### src/dcache_pkg.sv
package dcache_pkg;

   // Word address and data word widths
   localparam int addr_width = 16;
   localparam int data_width = 32;

   typedef enum logic
   {
      op_load  = 1'b0,
      op_store = 1'b1
   } dcache_op_e;

   // One lane request as it sits in the replay queue
   typedef struct packed
   {
      dcache_op_e            op;
      logic                  uncached;
      logic [addr_width-1:0] addr;
      logic [data_width-1:0] data;
   } dcache_req_t;

   // Command toward memory, data only meaningful for a write
   typedef struct packed
   {
      logic                  write;
      logic [addr_width-1:0] addr;
      logic [data_width-1:0] data;
   } mem_cmd_t;

endpackage

### src/mem_if.sv
interface mem_if
   import dcache_pkg::*;
();

   logic                  cmd_v;
   mem_cmd_t              cmd;
   logic                  cmd_ready;
   logic                  resp_v;
   logic [data_width-1:0] resp_data;

   modport lane
   (
      output cmd_v,
      output cmd,
      input  cmd_ready,
      input  resp_v,
      input  resp_data
   );

   modport arbiter
   (
      input  cmd_v,
      input  cmd,
      output cmd_ready,
      output resp_v,
      output resp_data
   );

endinterface

### src/dcache_core.sv
module dcache_core
   import dcache_pkg::*;
#(
   parameter int sets_p = 8
)
(
   input  logic                  clk_i,
   input  logic                  rst_i,
   input  logic                  v_i,
   input  dcache_req_t           req_i,
   output logic                  ready_o,
   output logic                  v_o,
   output logic [data_width-1:0] data_o,
   output logic                  poison_o,
   mem_if.lane                   mem
);

   localparam int idx_width = $clog2(sets_p);
   localparam int tag_width = addr_width - idx_width;

   logic [tag_width-1:0]  tag_mem_r [sets_p];
   logic [data_width-1:0] data_mem_r [sets_p];
   logic [sets_p-1:0]     line_v_r;

   logic                  s1_v_r;
   dcache_req_t           s1_req_r;
   logic [idx_width-1:0]  s1_idx;
   logic                  s2_v_r;
   dcache_req_t           s2_req_r;
   logic                  s2_line_v_r;
   logic [tag_width-1:0]  s2_tag_r;
   logic [data_width-1:0] s2_data_r;
   logic [idx_width-1:0]  s2_idx;
   logic [tag_width-1:0]  s2_tag;

   logic                  is_store;
   logic                  hit;
   logic                  byp_hit;
   logic                  done;
   logic                  send;
   logic                  new_cmd;

   logic                  wr_en;
   logic [idx_width-1:0]  wr_idx;
   logic [tag_width-1:0]  wr_tag;
   logic [data_width-1:0] wr_data;
   logic                  fill_v;
   logic                  byp_fill;

   // Single command slot, pending until its response returns
   mem_cmd_t              cmd_r;
   logic                  cmd_uncached_r;
   logic                  pend_r;
   logic                  sent_r;

   // One-word buffer for uncached load data
   logic                  byp_v_r;
   logic [addr_width-1:0] byp_addr_r;
   logic [data_width-1:0] byp_data_r;

   assign s1_idx = s1_req_r.addr[idx_width-1:0];
   assign s2_idx = s2_req_r.addr[idx_width-1:0];
   assign s2_tag = s2_req_r.addr[addr_width-1:idx_width];

   assign is_store = (s2_req_r.op == op_store);
   assign hit = s2_line_v_r && (s2_tag_r == s2_tag);
   assign byp_hit = byp_v_r && (byp_addr_r == s2_req_r.addr);

   always_comb
   begin
      if (is_store)
      begin
         done = ~pend_r;
         send = ~pend_r;
      end
      else if (s2_req_r.uncached)
      begin
         done = byp_hit;
         send = ~byp_hit & ~pend_r;
      end
      else
      begin
         done = hit;
         send = ~hit & ~pend_r;
      end
   end

   assign v_o = s2_v_r & done;
   assign poison_o = s2_v_r & ~done;
   assign new_cmd = s2_v_r & send;
   assign data_o = is_store ? '0 : (s2_req_r.uncached ? byp_data_r : s2_data_r);
   assign ready_o = ~poison_o & ~pend_r;

   assign mem.cmd_v = pend_r & ~sent_r;
   assign mem.cmd = cmd_r;

   // Read data lands in the line or, for uncached, in the bypass word
   assign fill_v = mem.resp_v & ~cmd_r.write & ~cmd_uncached_r;
   assign byp_fill = mem.resp_v & ~cmd_r.write & cmd_uncached_r;

   assign wr_en = fill_v | (v_o & is_store & hit);
   assign wr_idx = fill_v ? cmd_r.addr[idx_width-1:0] : s2_idx;
   assign wr_tag = fill_v ? cmd_r.addr[addr_width-1:idx_width] : s2_tag;
   assign wr_data = fill_v ? mem.resp_data : s2_req_r.data;

   always_ff @(posedge clk_i)
   begin
      if (rst_i)
      begin
         s1_v_r <= 1'b0;
         s2_v_r <= 1'b0;
      end
      else
      begin
         s1_v_r <= v_i;
         // Poison also squashes the younger access
         s2_v_r <= s1_v_r & ~poison_o;
      end
   end

   always_ff @(posedge clk_i)
   begin
      s1_req_r <= req_i;
      s2_req_r <= s1_req_r;
      // Forward a same-cycle line write
      if (wr_en && (wr_idx == s1_idx))
      begin
         s2_line_v_r <= 1'b1;
         s2_tag_r    <= wr_tag;
         s2_data_r   <= wr_data;
      end
      else
      begin
         s2_line_v_r <= line_v_r[s1_idx];
         s2_tag_r    <= tag_mem_r[s1_idx];
         s2_data_r   <= data_mem_r[s1_idx];
      end
   end

   always_ff @(posedge clk_i)
   begin
      if (wr_en)
      begin
         tag_mem_r[wr_idx]  <= wr_tag;
         data_mem_r[wr_idx] <= wr_data;
      end
      if (new_cmd)
      begin
         cmd_r.write    <= is_store;
         cmd_r.addr     <= s2_req_r.addr;
         cmd_r.data     <= s2_req_r.data;
         cmd_uncached_r <= s2_req_r.uncached;
      end
      if (byp_fill)
      begin
         byp_addr_r <= cmd_r.addr;
         byp_data_r <= mem.resp_data;
      end
   end

   always_ff @(posedge clk_i)
   begin
      if (rst_i)
      begin
         line_v_r <= '0;
         pend_r   <= 1'b0;
         sent_r   <= 1'b0;
         byp_v_r  <= 1'b0;
      end
      else
      begin
         if (wr_en)
         begin
            line_v_r[wr_idx] <= 1'b1;
         end
         if (new_cmd)
         begin
            pend_r <= 1'b1;
            sent_r <= 1'b0;
         end
         else
         begin
            if (mem.cmd_v && mem.cmd_ready)
            begin
               sent_r <= 1'b1;
            end
            if (mem.resp_v)
            begin
               pend_r <= 1'b0;
            end
         end
         if (byp_fill)
         begin
            byp_v_r <= 1'b1;
         end
         else if (v_o && (is_store || s2_req_r.uncached))
         begin
            byp_v_r <= 1'b0;
         end
      end
   end

endmodule

### src/dual_dcache.sv
module dual_dcache
   import dcache_pkg::*;
#(
   parameter int sets_p         = 8,
   parameter int replay_depth_p = 8
)
(
   input  logic                  clk_i,
   input  logic                  rst_i,
   input  logic                  req_v_0_i,
   input  dcache_req_t           req_0_i,
   output logic                  ready_0_o,
   output logic                  v_0_o,
   output logic [data_width-1:0] data_0_o,
   input  logic                  req_v_1_i,
   input  dcache_req_t           req_1_i,
   output logic                  ready_1_o,
   output logic                  v_1_o,
   output logic [data_width-1:0] data_1_o,
   output logic                  mem_cmd_v_o,
   output mem_cmd_t              mem_cmd_o,
   input  logic                  mem_cmd_ready_i,
   input  logic                  mem_resp_v_i,
   input  logic [data_width-1:0] mem_resp_data_i
);

   logic        issue_v_0;
   logic        issue_v_1;
   dcache_req_t issue_req_0;
   dcache_req_t issue_req_1;
   logic        core_ready_0;
   logic        core_ready_1;
   logic        poison_0;
   logic        poison_1;

   mem_if mem0 ();
   mem_if mem1 ();

   // Lane 0
   replay_fifo #(.replay_depth_p(replay_depth_p)) i_fifo_0
   (
      .clk_i(clk_i), .rst_i(rst_i), .v_i(req_v_0_i), .req_i(req_0_i), .ready_o(ready_0_o),
      .issue_v_o(issue_v_0), .issue_req_o(issue_req_0), .core_ready_i(core_ready_0),
      .commit_i(v_0_o), .roll_i(poison_0)
   );

   dcache_core #(.sets_p(sets_p)) i_core_0
   (
      .clk_i(clk_i), .rst_i(rst_i), .v_i(issue_v_0), .req_i(issue_req_0),
      .ready_o(core_ready_0), .v_o(v_0_o), .data_o(data_0_o), .poison_o(poison_0), .mem(mem0)
   );

   // Lane 1
   replay_fifo #(.replay_depth_p(replay_depth_p)) i_fifo_1
   (
      .clk_i(clk_i), .rst_i(rst_i), .v_i(req_v_1_i), .req_i(req_1_i), .ready_o(ready_1_o),
      .issue_v_o(issue_v_1), .issue_req_o(issue_req_1), .core_ready_i(core_ready_1),
      .commit_i(v_1_o), .roll_i(poison_1)
   );

   dcache_core #(.sets_p(sets_p)) i_core_1
   (
      .clk_i(clk_i), .rst_i(rst_i), .v_i(issue_v_1), .req_i(issue_req_1),
      .ready_o(core_ready_1), .v_o(v_1_o), .data_o(data_1_o), .poison_o(poison_1), .mem(mem1)
   );

   mem_arbiter i_arbiter
   (
      .clk_i(clk_i), .rst_i(rst_i), .lane0(mem0), .lane1(mem1),
      .mem_cmd_v_o(mem_cmd_v_o), .mem_cmd_o(mem_cmd_o), .mem_cmd_ready_i(mem_cmd_ready_i),
      .mem_resp_v_i(mem_resp_v_i), .mem_resp_data_i(mem_resp_data_i)
   );

endmodule

### src/mem_arbiter.sv
module mem_arbiter
   import dcache_pkg::*;
(
   input  logic                  clk_i,
   input  logic                  rst_i,
   mem_if.arbiter                lane0,
   mem_if.arbiter                lane1,
   output logic                  mem_cmd_v_o,
   output mem_cmd_t              mem_cmd_o,
   input  logic                  mem_cmd_ready_i,
   input  logic                  mem_resp_v_i,
   input  logic [data_width-1:0] mem_resp_data_i
);

   // owner_r is the last grant and also steers the response
   logic busy_r;
   logic locked_r;
   logic owner_r;
   logic pick;
   logic fire;

   always_comb
   begin
      if (locked_r)
      begin
         pick = owner_r;
      end
      else if (lane0.cmd_v && lane1.cmd_v)
      begin
         pick = ~owner_r;
      end
      else
      begin
         pick = lane1.cmd_v;
      end
   end

   assign mem_cmd_v_o = ~busy_r & (pick ? lane1.cmd_v : lane0.cmd_v);
   assign mem_cmd_o = pick ? lane1.cmd : lane0.cmd;
   assign fire = mem_cmd_v_o & mem_cmd_ready_i;

   assign lane0.cmd_ready = fire & ~pick;
   assign lane1.cmd_ready = fire & pick;

   assign lane0.resp_v = mem_resp_v_i & busy_r & ~owner_r;
   assign lane1.resp_v = mem_resp_v_i & busy_r & owner_r;
   assign lane0.resp_data = mem_resp_data_i;
   assign lane1.resp_data = mem_resp_data_i;

   always_ff @(posedge clk_i)
   begin
      if (rst_i)
      begin
         busy_r   <= 1'b0;
         locked_r <= 1'b0;
         owner_r  <= 1'b0;
      end
      else
      begin
         if (mem_cmd_v_o)
         begin
            owner_r <= pick;
         end
         // Hold the grant while memory stalls
         locked_r <= mem_cmd_v_o & ~mem_cmd_ready_i;
         if (fire)
         begin
            busy_r <= 1'b1;
         end
         else if (mem_resp_v_i)
         begin
            busy_r <= 1'b0;
         end
      end
   end

endmodule

### src/replay_fifo.sv
module replay_fifo
   import dcache_pkg::*;
#(
   parameter int replay_depth_p = 8
)
(
   input  logic        clk_i,
   input  logic        rst_i,
   input  logic        v_i,
   input  dcache_req_t req_i,
   output logic        ready_o,
   output logic        issue_v_o,
   output dcache_req_t issue_req_o,
   input  logic        core_ready_i,
   input  logic        commit_i,
   input  logic        roll_i
);

   localparam int ptr_width = $clog2(replay_depth_p);

   // Top pointer bit separates full from empty
   logic [ptr_width:0] wr_ptr_r;
   logic [ptr_width:0] iss_ptr_r;
   logic [ptr_width:0] cmt_ptr_r;
   logic [ptr_width:0] cmt_ptr_next;
   logic               full;
   logic               pending;
   logic               enq;
   dcache_req_t        mem_r [replay_depth_p];

   // Slots stay occupied until commit
   assign full = (wr_ptr_r[ptr_width] != cmt_ptr_r[ptr_width])
      && (wr_ptr_r[ptr_width-1:0] == cmt_ptr_r[ptr_width-1:0]);
   assign ready_o = ~full;
   assign enq = v_i & ~full;

   assign pending = (iss_ptr_r != wr_ptr_r);
   assign issue_v_o = pending & core_ready_i & ~roll_i;
   assign issue_req_o = mem_r[iss_ptr_r[ptr_width-1:0]];

   assign cmt_ptr_next = cmt_ptr_r + (ptr_width + 1)'(commit_i);

   always_ff @(posedge clk_i)
   begin
      if (enq)
      begin
         mem_r[wr_ptr_r[ptr_width-1:0]] <= req_i;
      end
   end

   always_ff @(posedge clk_i)
   begin
      if (rst_i)
      begin
         wr_ptr_r  <= '0;
         iss_ptr_r <= '0;
         cmt_ptr_r <= '0;
      end
      else
      begin
         if (enq)
         begin
            wr_ptr_r <= wr_ptr_r + 1'b1;
         end
         cmt_ptr_r <= cmt_ptr_next;
         // Rollback replays from the oldest uncommitted entry
         if (roll_i)
         begin
            iss_ptr_r <= cmt_ptr_next;
         end
         else if (issue_v_o)
         begin
            iss_ptr_r <= iss_ptr_r + 1'b1;
         end
      end
   end

endmodule

### config.mk
export PLATFORM = sky130hd
export DESIGN_NAME = dual_dcache
export DESIGN_NICKNAME = d
export VERILOG_FILES = /design/src/dcache_pkg.sv /design/src/mem_if.sv /design/src/dcache_core.sv /design/src/dual_dcache.sv /design/src/mem_arbiter.sv /design/src/replay_fifo.sv
export SDC_FILE = /design/constraint.sdc
export NUM_CORES = 2
export LEC_CHECK = 0
export BUFFER_PORTS_ARGS = -buffer_cell sky130_fd_sc_hd__clkbuf_2
export CORE_MARGIN = 4
export CORE_UTILIZATION = 40
export CTS_CLUSTER_DIAMETER = 80
export DETAILED_ROUTE_END_ITERATION = 7
export PLACE_DENSITY_LB_ADDON = 0.08
export SLEW_MARGIN = 15
export SYNTH_ARGS = -nofsm -noshare
export SYNTH_HDL_FRONTEND = slang
export SYNTH_SLANG_ARGS = --single-unit
### constraint.sdc
create_clock -name clk_i -period 14.65 [get_ports clk_i]
set_input_delay 2.93 -clock clk_i [delete_from_list [all_inputs] [get_ports clk_i]]
set_output_delay 2.93 -clock clk_i [all_outputs]
set_load 0.005 [all_outputs]
* Word level (Yosys, flattened, before mapping) *
Memories as Yosys holds them, arrays and structs flattened. A register that Yosys moved wholly into a read port is not among the register bits.
Index checks and enable logic that the tools add are counted.

cells by class
  multipliers = 0
  reduce and logical (&&, ||, !) cells = 26
  add/sub/neg operators = 6
  $lt $le $gt $ge = 6
  bitwise logic cells = 66
  equality and inequality tests = 12
  muxes and demuxes = 52
  divide/modulo/power cells = 0
  shift operators = 0

operators with widths
  kind                                                                                  count
  32-bit 2-to-1 mux                                                                     6
  49-bit 2-to-1 mux                                                                     1
  1-bit AND                                                                             40
  1-bit 2-to-1 mux                                                                      33
  16-bit equality test                                                                  2
  13-bit equality test                                                                  2
  13-bit 2-to-1 mux                                                                     2
  1-bit NOT                                                                             22
  4-bit by 1-bit adder with 4-bit output (second input constant)                        4
  3-bit by 4-bit < comparator with 1-bit output (second input constant)                 4
  4-bit 2-to-1 mux                                                                      4
  8-bit OR                                                                              2
  1-bit logical AND                                                                     15
  2-bit nonzero test                                                                    7
  3-bit equality test                                                                   4
  4-bit by 1-bit adder with 4-bit output                                                2
  4-bit != test                                                                         2
  1-bit binary-select mux with 3-bit select                                             2
  1-bit demux with 3-bit select                                                         2
  3-bit by 1-bit greater-or-equal comparator with 1-bit output (second input constant)  2
  3-bit 2-to-1 mux                                                                      2
  2-bit OR reduction                                                                    2
  1-bit logical OR                                                                      2
  1-bit != test                                                                         2
  1-bit OR                                                                              2

word-level totals
  register bits = 351
  ROM bits = 0
  bits in writable memories = 1520
  latch bits = 0
  memories kept = 6

memory list
  name                 depth  bits a word  read ports  clocked after Yosys merged registers in  wr ports  RTL line           RTL
  i_fifo_0.mem_r       8      50           1           1                                        1         replay_fifo.sv:29  dcache_req_t mem_r [replay_depth_p];
  i_fifo_1.mem_r       8      50           1           1                                        1         replay_fifo.sv:29
  i_core_0.data_mem_r  8      32           1           1                                        1         dcache_core.sv:22  logic [data_width-1:0] data_mem_r [sets_p];
  i_core_1.data_mem_r  8      32           1           1                                        1         dcache_core.sv:22
  i_core_0.tag_mem_r   8      13           1           1                                        1         dcache_core.sv:21  logic [tag_width-1:0] tag_mem_r [sets_p];
  i_core_1.tag_mem_r   8      13           1           1                                        1         dcache_core.sv:21

* Depth between registers and ports, before layout *
  depth in word-level cells = 12
  mapped depth = 17
  depth with buffers taken out = 13

* Cells and area by module *
A second synthesis with hierarchy kept.

second synthesis, totals
  cell total of the unflattened synthesis = 3815
  area, all modules = 74442.6 um^2

modules (own cells, without submodules)
  module                  area each (um^2)  seq. area each (um^2)  times used  cells each
  replay_fifo             15763.9           12311.8                2           668
  dcache_core (i_core_1)  20692.3           16035.4                1           1169
  dcache_core (i_core_0)  20687.3           16035.4                1           1167
  mem_arbiter             1535.2            60.1                   1           143

* Worst setup path before layout *
Ideal clock, no wire load.

  path type = in2reg
  start point = in mem_resp_v_i
  end point = reg i_core_0.byp_addr_r[0], enable pin
  buffers on the path = 0
  library setup time = 0.593 ns
  data arrival time = 8.100 ns
  slack = 5.957 ns
  cell stages on the path = 2
  cell sequence = nand2_1 > nor4b_1

on the way
  word-level cells in the longest chain between the ends = 4

ends and longest elaborated chain
  element                  RTL line            RTL
  from (decl)              dual_dcache.sv:23   input logic mem_resp_v_i,
  1-bit AND (2 in series)  mem_arbiter.sv:45   assign lane0.resp_v = mem_resp_v_i & busy_r & ~owner_r;
  1-bit AND (2 in series)  dcache_core.sv:99   assign byp_fill = mem.resp_v & ~cmd_r.write & cmd_uncached_r;
  via i_core_0.byp_fill    dcache_core.sv:48   logic byp_fill;
  to (signal assigned)     dcache_core.sv:156  byp_addr_r <= cmd_r.addr;
  to (decl)                dcache_core.sv:58   logic [addr_width-1:0] byp_addr_r;

The timed path passes the listed nets, and every way through them passes these cells.
A chain may end at the register's enable or synchronous reset.

* Worst setup path in the final report *
  start point = reg i_core_1.s2_req_r (netlist bit i_core_1.s2_idx[1])
  end point = out v_1_o

on the way
  word-level cells in the longest chain between the ends = 5

ends and longest elaborated chain
  element                 RTL line            RTL
  from (decl)             dcache_core.sv:29   dcache_req_t s2_req_r;
  from (signal assigned)  dcache_core.sv:124  s2_req_r <= s1_req_r;
  16-bit equality test    dcache_core.sv:67   assign byp_hit = byp_v_r && (byp_addr_r == s2_req_r.addr);
  1-bit logical AND       dcache_core.sv:67
  1-bit 2-to-1 mux        dcache_core.sv:76   else if (s2_req_r.uncached)
  1-bit 2-to-1 mux        dcache_core.sv:71   if (is_store)
  1-bit AND               dcache_core.sv:88   assign v_o = s2_v_r & done;
  to (decl)               dual_dcache.sv:18   output logic v_1_o,

No other way between the ends.

==> results.yml <==
place:
  gp_congestion: 0.810
  io_buffers: 255
  dp_hpwl_um: 114000
  dpl_cell_area_sq_um: 77400
timing:
  tightestPinTransition_ps: 1010
  finalSetupViolations: 0
  finalClockSkew_ps: 27.4
  finalHoldViolations: 0
  finalCritPeriodShare_pct: 54.6
  layout_min_cycle_time_ps: 8000
  final-max-slew-violation-count: 0
  fmax_mhz: 125
  grt_setup_unrepaired: "no"
  slew_headroom_pct: 32.3
  fin_tns_setup_ps: 0
layout:
  nets: 4357
  area_delta_synth_final_pct: 14.8
  stdcell_area_sq_um: 84000
  drive_above_1_share_pct: 26.3
  final_cell_mix: "edfxtp_1, nand2_1, mux4_2"
  layout_commonest_cell: "edfxtp_1"
synth:
  yosysWarnings: 0
  yosys_register_bits: 1971
  yosysSeqAreaShare_pct: 77.4
  synth_edf_count: 1716
  synthDistinctLibCells: 61
  ys.flop_type: "edfxtp_1"
  async_reset_ff_share_pct: 0
  synthCells: 3878
  synthesis.area_sq_um: 73100
  avgSynthCellArea_sq_um: 18.9
  syn_nets: 4024
drt:
  wire_per_inst_um: 28.2
  drc: 0
  antenna_left: 0
  first_pass_iters: 5
  first_iter_violations: 2853
  vias: 35700
  vias_per_cell: 5.27
  totalWireLength_um: 191000
cts:
  cts_resized: 0
  cts_made_buffers: 203
  cts_root_buf: "clkbuf_16"
  path_clk_slew_ps: 60
  insertion_delay_ps: 830
  htreeDepth: 4
  cts_setup_buffers: 0
  ctsLongestPathBuffers: 3
  ctsHoldBuffers: 0
  cts_tree: "done"
  cts_num_sinks: 1971
worst_setup_path:
  path_class: "reg -> out"
  end_kind: "primary output"
  critical_path_arrival_ps: 5070
  critPathLaunchType: "flip-flop"
  crit_fanout: 63
  worstPathRequired_ps: 11720
job:
  max_cap_viol_count: 0
global_route:
  grt-ovfl-total: 0
  antenna_found_initial: 32
  grt_pass1_vias: 35900
  grt_max_degree: 68
  grt_pass1_wl_um: 272000
  grt.total_usage_pct: 19.9
floorplanning:
  die_x_um: 436
  die_area_sq_um: 190000
  core-area_sq_um: 181000
  row_count: 156
  ios: 256
  die_h_um: 436
  floorplan.initialDensity_pct: 40.3
hold_path:
  hold_path.class: "reg -> reg"
power:
  p_leak_nw: 27.9
  vdd_drop_max_v: 0.000102
  power_per_cell_area_nw_per_um2: 182
status:
  outcome: "completed"
==> metrics by stage <==
| step | setup slack, ps | power, W | util, % | hold slack [ps] | cells |
|---|---|---|---|---|---|
| CTS | 6420 | 0.0155 | 46.3 | 323 | 6757 |
| global route | 6260 | 0.0160 | 46.3 | 325 | 6758 |
| floorplan | 5960 | 0.00911 | - | 310 | 3878 |
| finish | 6650 | 0.0153 | 46.3 | 315 | 6769 |
| global placement | 7340 | 0.0104 | 42.7 | 311 | 6376 |
| detailed placement | 7350 | 0.0104 | 42.7 | 312 | 6376 |
==> final timing paths <==
check / start / end / slack [ps] / cells past startpoint
max: i_core_1.s2_idx[1]$_DFF_P_ / v_1_o / 6650 / 9
min reg2reg: i_core_0.s1_req_r[1]$_DFF_P_ / i_core_0.s2_req_r[1]$_DFF_P_ / 320 / 0
min: i_core_0.s1_req_r[1]$_DFF_P_ / i_core_0.s2_req_r[1]$_DFF_P_ / 320 / 0
max reg2reg: i_core_1.s2_idx[1]$_DFF_P_ / i_core_1.data_mem_r[4][1]$_DFFE_PP_ / 9190 / 9
==> critical path, cell delays in order, from the launching register on <==
cell and delay (ps):
dfxtp_4 890, buf_4 860, mux4_2 610, mux2i_1 270, xnor2_1 120, nor4_2 240, nand4_2 340, o31a_1 360
a21boi_0 340, clkbuf_2 190
==> synth_stat cells (3+ instances only) <==
master	instances	area [sq um]
a22o_1	5	43.8
and2_1	3	18.8
nand2b_1	9	56.3
dfxtp_1	255	5100
ha_1	8	100
buf_2	19	95.1
a221oi_1	13	114
buf_4	6	45.0
nor2_1	140	526
nand2_1	581	2180
o21ai_0	3	15.0
o31a_1	3	26.3
a21oi_1	163	816
mux4_2	351	7910
buf_1	50	188
buf_6	6	67.6
nor3b_1	5	37.5
nor4_1	7	43.8
inv_1	14	52.6
nand3_1	7	35.0
or4_1	11	82.6
o22ai_1	9	56.3
nand4_1	13	81.3
o21a_1	4	30.0
xnor2_1	49	429
nor2b_1	12	75.1
mux2_2	125	1410
a31oi_1	15	93.8
edfxtp_1	1716	51500
nand4b_1	4	35.0
clkbuf_1	114	428
a22oi_1	4	30.0
nor3_1	11	55.1
mux2i_1	62	621
xor2_1	43	377
a211oi_1	3	22.5
a41oi_1	4	35.0
==> report_power, final <==
| group | leakage (nW) | switching (W) | internal (W) |
|---|---|---|---|
| combinational | 6.98 | 0.00171 | 0.00122 |
| sequential | 17.6 | 0.000515 | 0.00679 |
| clock | 3.23 | 0.00211 | 0.00293 |
| total | 27.9 | 0.00434 | 0.0109 |
==> logic make-up after synthesis <==
logic type	share of synthesized area (%)
multiplexers	13.6
adder cells (fa/ha/maj)	0.137
AND/OR/NAND/NOR	4.55
flip-flops	77.4
AO/OA/AOI/OAI	1.96
XOR/XNOR	1.10
buffers and inverters	1.21
==> state kept, by name (all words and copies together) (netlist names), 47 cells and up <==
| name | flops |
|---|---|
| i_core_0.mem.cmd | 49 |
| i_core_1.data_mem_r | 256 |
| i_core_0.data_mem_r | 256 |
| i_fifo_0.mem_r | 400 |
| i_fifo_1.mem_r | 400 |
| i_core_0.tag_mem_r | 104 |
| i_core_1.mem.cmd | 49 |
| i_core_1.s1_req_r | 47 |
| i_core_1.tag_mem_r | 104 |
| i_core_0.s1_req_r | 47 |
==> area by class of cell <==
cell class,instances,area (sq um)
fill,15400,97400
inverter,16,62.6
clock buffer,282,5680
clock inverter,99,900
multi-input combinational,1696,15900
timing repair buffer,323,1790
sequential,1971,56700
antenna,12,30.0
tap,2370,2970
==> routing by layer <==
metal	global-route usage (%)	routed length, um
met5	0	126
met4	7.55	7410
met1	28.6	86000
met3	3.46	9230
met2	30.6	88100
Power figures use the tool's default switching activity.
